[config.mk]
export PLATFORM = sky130hd
export DESIGN_NAME = next_ip_select
export DESIGN_NICKNAME = d
export VERILOG_FILES = /design/src/hw/fetch_addr_pkg.sv /design/src/hw/branch_pkg.sv /design/src/hw/next_ip_select.sv
export SDC_FILE = /design/constraint.sdc
export NUM_CORES = 1
export LEC_CHECK = 0
export BUFFER_PORTS_ARGS = -buffer_cell sky130_fd_sc_hd__buf_2
export CAP_MARGIN = 5
export CORE_AREA = 2 2 121 123
export DETAILED_ROUTE_END_ITERATION = 10
export DIE_AREA = 0 0 123 125
export HOLD_SLACK_MARGIN = 0.05
export PLACE_DENSITY = 0.77
export SLEW_MARGIN = 20
export SYNTH_ARGS = -nofsm -noshare
export SYNTH_HDL_FRONTEND = slang
export SYNTH_SLANG_ARGS = --single-unit
export TNS_END_PERCENT = 50
[constraint.sdc]
create_clock -name clk -period 2 [get_ports clk]
set_input_delay 0.2 -clock clk [delete_from_list [all_inputs] [get_ports clk]]
set_output_delay 0.2 -clock clk [all_outputs]
set_load 0.01 [all_outputs]
[src/hw/fetch_addr_pkg.sv]
// fetch address geometry
package fetch_addr_pkg;

  // full byte address carried through the front end
  localparam int ip_width = 43;

  // fetch lines are 32 bytes
  localparam int line_bytes_log = 5;
  localparam int line_bytes = 1 << line_bytes_log;

  // fall-through increment, sized to the address
  localparam logic [ip_width-1:0] line_step = ip_width'(line_bytes);

endpackage

[src/hw/branch_pkg.sv]
// branch prediction constants
package branch_pkg;

  // global history register
  localparam int hist_len = 14;

  // history bits folded into each direction table index
  localparam int hist_len_a = 2;
  localparam int hist_len_b = 8;
  localparam int hist_len_c = 14;
  localparam int num_tables = 3;

  // target buffer ways per fetch line
  localparam int num_slots = 2;
  localparam int slot_bits = $clog2(num_slots);

  // kind field, one flag per bit
  localparam int kind_width = 3;
  localparam int kind_call = 0;
  localparam int kind_ret = 1;
  localparam int kind_uncond = 2;  // forces taken

endpackage

[src/hw/next_ip_select.sv]
// next fetch address and history
`timescale 1ns/1ns

module next_ip_select
  import fetch_addr_pkg::*;
  import branch_pkg::*;
(
  input  logic                  clk,
  input  logic                  rst,
  input  logic                  fetch_stall,
  input  logic                  irq_load,
  input  logic [ip_width-1:0]   irq_ip,
  input  logic                  resolve_en,
  input  logic                  resolve_mispredict,
  input  logic                  resolve_taken,
  input  logic [ip_width-1:0]   resolve_src_ip,
  input  logic [ip_width-1:0]   resolve_target,
  input  logic [hist_len-1:0]   resolve_hist,
  input  logic [num_slots-1:0]  hit,
  input  logic [ip_width-1:0]   target0,
  input  logic [ip_width-1:0]   target1,
  input  logic [kind_width-1:0] kind0,
  input  logic [kind_width-1:0] kind1,
  input  logic [num_slots-1:0]  dir,
  output logic [ip_width-1:0]   fetch_ip,
  output logic [hist_len-1:0]   fetch_hist,
  output logic                  pred_taken,
  output logic [slot_bits-1:0]  pred_slot,
  output logic                  is_call,
  output logic                  is_ret
);

  logic [num_slots-1:0]  slot_taken;
  logic [ip_width-1:0]   pred_target;
  logic [kind_width-1:0] taken_kind;
  logic [hist_len-1:0]   spec_hist;
  logic                  redirect;

  // uncond entries ignore the direction bit
  assign slot_taken[0] = hit[0] && (dir[0] || kind0[kind_uncond]);
  assign slot_taken[1] = hit[1] && (dir[1] || kind1[kind_uncond]);

  assign pred_taken  = |slot_taken;
  assign pred_slot   = slot_bits'(!slot_taken[0] && slot_taken[1]);  // slot 0 wins
  assign pred_target = slot_taken[0] ? target0 : target1;

  always_comb begin
    taken_kind = '0;
    if (slot_taken[0]) begin
      taken_kind = kind0;
    end else if (slot_taken[1]) begin
      taken_kind = kind1;
    end
  end

  assign is_call = taken_kind[kind_call];
  assign is_ret  = taken_kind[kind_ret];

  // one history bit per hit slot, stopping at the taken one
  always_comb begin
    spec_hist = fetch_hist;
    if (hit[0]) begin
      spec_hist = {spec_hist[hist_len-2:0], slot_taken[0]};
    end
    if (hit[1] && !slot_taken[0]) begin
      spec_hist = {spec_hist[hist_len-2:0], slot_taken[1]};
    end
  end

  assign redirect = resolve_en && resolve_mispredict;

  always_ff @(posedge clk) begin
    if (rst) begin
      fetch_ip   <= '0;
      fetch_hist <= '0;
    end else if (irq_load) begin
      fetch_ip <= irq_ip;  // history kept
    end else if (redirect) begin
      fetch_ip   <= resolve_taken ? resolve_target : resolve_src_ip + line_step;
      fetch_hist <= {resolve_hist[hist_len-2:0], resolve_taken};
    end else if (!fetch_stall) begin
      fetch_ip   <= pred_taken ? pred_target : fetch_ip + line_step;
      fetch_hist <= spec_hist;
    end
  end

  a_irq_aligned : assert property (
    @(posedge clk) disable iff (rst) irq_load |-> irq_ip[line_bytes_log-1:0] == '0
  ) else $error("next_ip_select: unaligned irq_ip %h", irq_ip);

  // a buffered entry carries at most one of call and ret
  a_call_ret_excl : assert property (
    @(posedge clk) disable iff (rst) !(is_call && is_ret)
  ) else $error("next_ip_select: call and ret both set at %h", fetch_ip);

endmodule

==> results.py <==
metrics = {
    "outcome": {
        "status": "complete, but fails checks",
        "violations": "negative setup slack",
    },
    "sta": {
        "hold_viol_final": 0,
        "min_period_ns": 2.071,
        "relSlewSlack": 0.5830,
        "setup_viol": 6,
        "fin_hold_ws_ns": 0.08205,
        "rsz0062_at_grt": "yes",
        "slew_violations": 0,
        "finalWorstSetupSlack_ns": -0.07142,
        "worst_pin_slew_ns": 0.6233,
        "clock_skew_ns": 0.006476,
        "min_period_over_period": 1.036,
        "max_freq_ghz": 0.4828,
    },
    "worst_setup_path": {
        "worst-path-buf-inv": 1,
        "critPathTopFamily": "simple AND/OR/NAND/NOR gates",
        "slowest_delay_ns": 0.62,
        "required_ns": 2.20,
        "crit_path_end_kind": "register",
        "critPathMaxFanout": 7,
        "crit_slowest_cell": "or4_4",
        "worstPathArrival_ns": 2.27,
        "cp_cell_sequence": "nand2_4 > or4_4 > buf_4 > nand2b_1 > o31a_1 > o21ai_1 > a211oi_1",
        "worst_setup_path_start_kind": "register",
        "critical_path_class": "register to register",
    },
    "routing": {
        "vias": 8595,
        "viasPerCell": 6.219,
        "first_pass_iters": 6,
        "drt_iter0_markers": 946,
        "wirelength_um": 29450,
        "wl_per_cell_um": 21.31,
        "drcViolationCount": 0,
        "ant_nets": 0,
    },
    "grt": {
        "grt_overflow": 0,
        "antenna_found_initial": 0,
        "grt_max_degree": 46,
        "grt_pass1_wl_um": 44300,
        "grt_usage": 0.3728,
        "grt_pass1_vias": 8042,
    },
    "power": {
        "power_density_nw_per_um2": 565.3,
        "power_frac_clock": 0.397,
        "fin_total_pwr_w": 0.004943,
        "peakVddDrop_uv": 521.6,
        "p_switching_w": 0.001564,
        "p_comb_frac": 0.328,
        "seq_power_share": 0.275,
        "sw_frac_of_total": 0.3165,
        "leakage_nw": 3.949,
        "p_int_w": 0.003379,
    },
    "die": {
        "core_area_sq_um": 14200,
        "start_util": 0.4060,
        "floorplan.rows": 44,
        "dieArea_sq_um": 15380,
        "die_width_um": 123,
        "die-height_um": 125,
        "io_pins": 307,
    },
    "clock_tree": {
        "clockBufferDepth": 2,
        "cts_tree": "done",
        "path_clk_slew_ns": 0.06,
        "htree_levels": 3,
        "clock_latency_ns": 0.33,
        "root_buffer": "clkbuf_16",
        "cts_buffers": 9,
        "cts_sinks": 57,
    },
    "logic_synthesis": {
        "ys_ff_latch": 57,
        "ys_seq_area_frac": 0.1979,
        "synthXorXnorAreaFrac": 0.08353,
        "synth_adder_area_share": 0.004339,
        "syn_area_sq_um": 5767,
        "synth_common_cells": "86 x nor2_1, 81 x nand2_1, 57 x dfxtp_1",
        "synth_edf_count": 0,
        "synth_top_family_by_area": "compound AO/OA/AOI/OAI gates",
        "syn-instance-count": 816,
        "avgSynthCellArea_sq_um": 7.067,
        "yosys.area.top_type": "dfxtp_1",
        "synth-async-reset-ratio": 0,
        "dominantRegCellSynth": "dfxtp_1",
        "synth.area.top_cells": "dfxtp_1 20%, a211oi_1 6.8%, nor2_1 5.6%",
        "synth_most_common_cell": "nor2_1",
        "ys_warn_count": 0,
        "synth_compound_area_frac": 0.3411,
        "synthDistinctLibCells": 66,
        "synth_nets": 1064,
        "synth-simple-area-share": 0.3007,
        "synth_top_area_share": 0.1979,
        "synth_mux_area_frac": 0.02126,
    },
    "placement": {
        "gp_congestion": 1.038,
        "dp_hpwl_um": 23530,
        "port-buffer-count": 305,
    },
    "finish": {
        "fin_nets": 1441,
        "diodes": 0,
        "drive_above_1_share": 0.4082,
        "syn2layout_area_growth_pct": 51.62,
    },
    "worst_hold_path": {
        "hold_path_class": "input pin to register",
    },
    "run": {
        "max_cap_violations": 0,
    },
}
==> through the flow <==
step           cells  instance area, sq um  setup slack (ns)  setup TNS [ns]    util
2_1_floorplan    816                  5806          -0.02536        -0.04983       -
3_3_place_gp    1363                  8274          -0.07328         -0.2840  0.5825
3_5_place_dp    1363                  8274           -0.1612         -0.6821  0.5825
4_1_cts         1381                  8685          -0.07959         -0.1804  0.6114
5_1_grt         1382                  8743           -0.1268         -0.7721  0.6156
6_report        1382                  8743          -0.07142         -0.2181  0.6156
==> cell families after synthesis <==
family / count (synthesis)
buf+inv: 76
fa+ha+maj: 2
xor+xnor: 55
compound gates: 272
mux: 12
simple gates: 342
flops: 57
==> power groups by stage <==
| stage | sequential [W] | combinational, W | clock (W) |
|---|---|---|---|
| global placement | 0.00138 | 0.00156 | 0 |
| floorplan | 0.00144 | 0.000650 | 0 |
| detailed placement | 0.00138 | 0.00157 | 0 |
| finish | 0.00136 | 0.00162 | 0.00196 |
| CTS | 0.00135 | 0.00158 | 0.00197 |
| global route | 0.00137 | 0.00173 | 0.00202 |
==> sequential cells by signal, indices dropped and copies added (netlist names) <==
signal      count
fetch_hist     14
fetch_ip       43
==> worst register-to-register path, delay by kind of cell, from the launching register on <==
family                 cells  cell delay, ns
AO/OA/AOI/OAI              3            0.52
buffers and inverters      1            0.19
flip-flops                 1            0.37
AND/OR/NAND/NOR            3            0.86
==> per-layer routing <==
layer | routed length, um | track usage | share of wire | vias up
li1 | - | - | - | 3917
met1 | 11900 | 0.4980 | 0.40 | 3959
met2 | 13140 | 0.5879 | 0.45 | 610
met3 | 2807 | 0.05155 | 0.095 | 109
met4 | 1596 | 0.1778 | 0.054 | 0
met5 | 0 | 0 | 0 | -
==> placed cells by master (no fill, tap or decap), types with 6 or more instances in the layout <==
| cell type | n |
|---|---|
| nor2_1 | 85 |
| a311oi_1 | 16 |
| a221oi_1 | 25 |
| nor3_1 | 25 |
| mux2i_1 | 10 |
| a22oi_1 | 6 |
| xor2_1 | 29 |
| a211oi_1 | 51 |
| buf_2 | 305 |
| a221o_1 | 8 |
| o21ai_0 | 36 |
| and4_1 | 12 |
| or3_1 | 6 |
| nor4_1 | 15 |
| o211ai_1 | 14 |
| a21oi_1 | 39 |
| o22ai_1 | 8 |
| nand3_1 | 41 |
| inv_1 | 11 |
| clkbuf_16 | 9 |
| a21o_1 | 8 |
| nand4_1 | 20 |
| buf_4 | 120 |
| dfxtp_2 | 12 |
| dfxtp_1 | 43 |
| nand2_1 | 80 |
| nor2b_1 | 10 |
| o221ai_1 | 13 |
| and3_1 | 14 |
| xnor2_1 | 26 |
==> path summary, 6_finish.rpt <==
check / from / endpoint / slack (ns) / cells past startpoint
worst max register to register: fetch_ip[5] / fetch_ip[42] / -0.07 / 7
worst min register to register: fetch_ip[0] / fetch_ip[0] / 0.49 / 2
worst max-delay path: fetch_ip[5] / fetch_ip[42] / -0.07 / 7
worst min-delay path: irq_ip[15] / fetch_ip[15] / 0.08 / 3
==> what timing repair did <==
action                                  CTS  global route
gates resized for setup                   4            16
endpoints found under the setup margin   10            19
hold buffers                              0             0
pin swaps                                 3            11
buffers inserted                          2             1
==> layout make-up <==
class,count,area [sq um]
Clock buffer,11,252.7
Clock inverter,5,125.1
Fill cell,1337,5460
Inverter,12,45.04
Multi-Input combinational cell,683,4408
Sequential cell,57,1164
Tap cell,184,230.2
Timing Repair Buffer,430,2519
(Power assumes the default switching activity.)
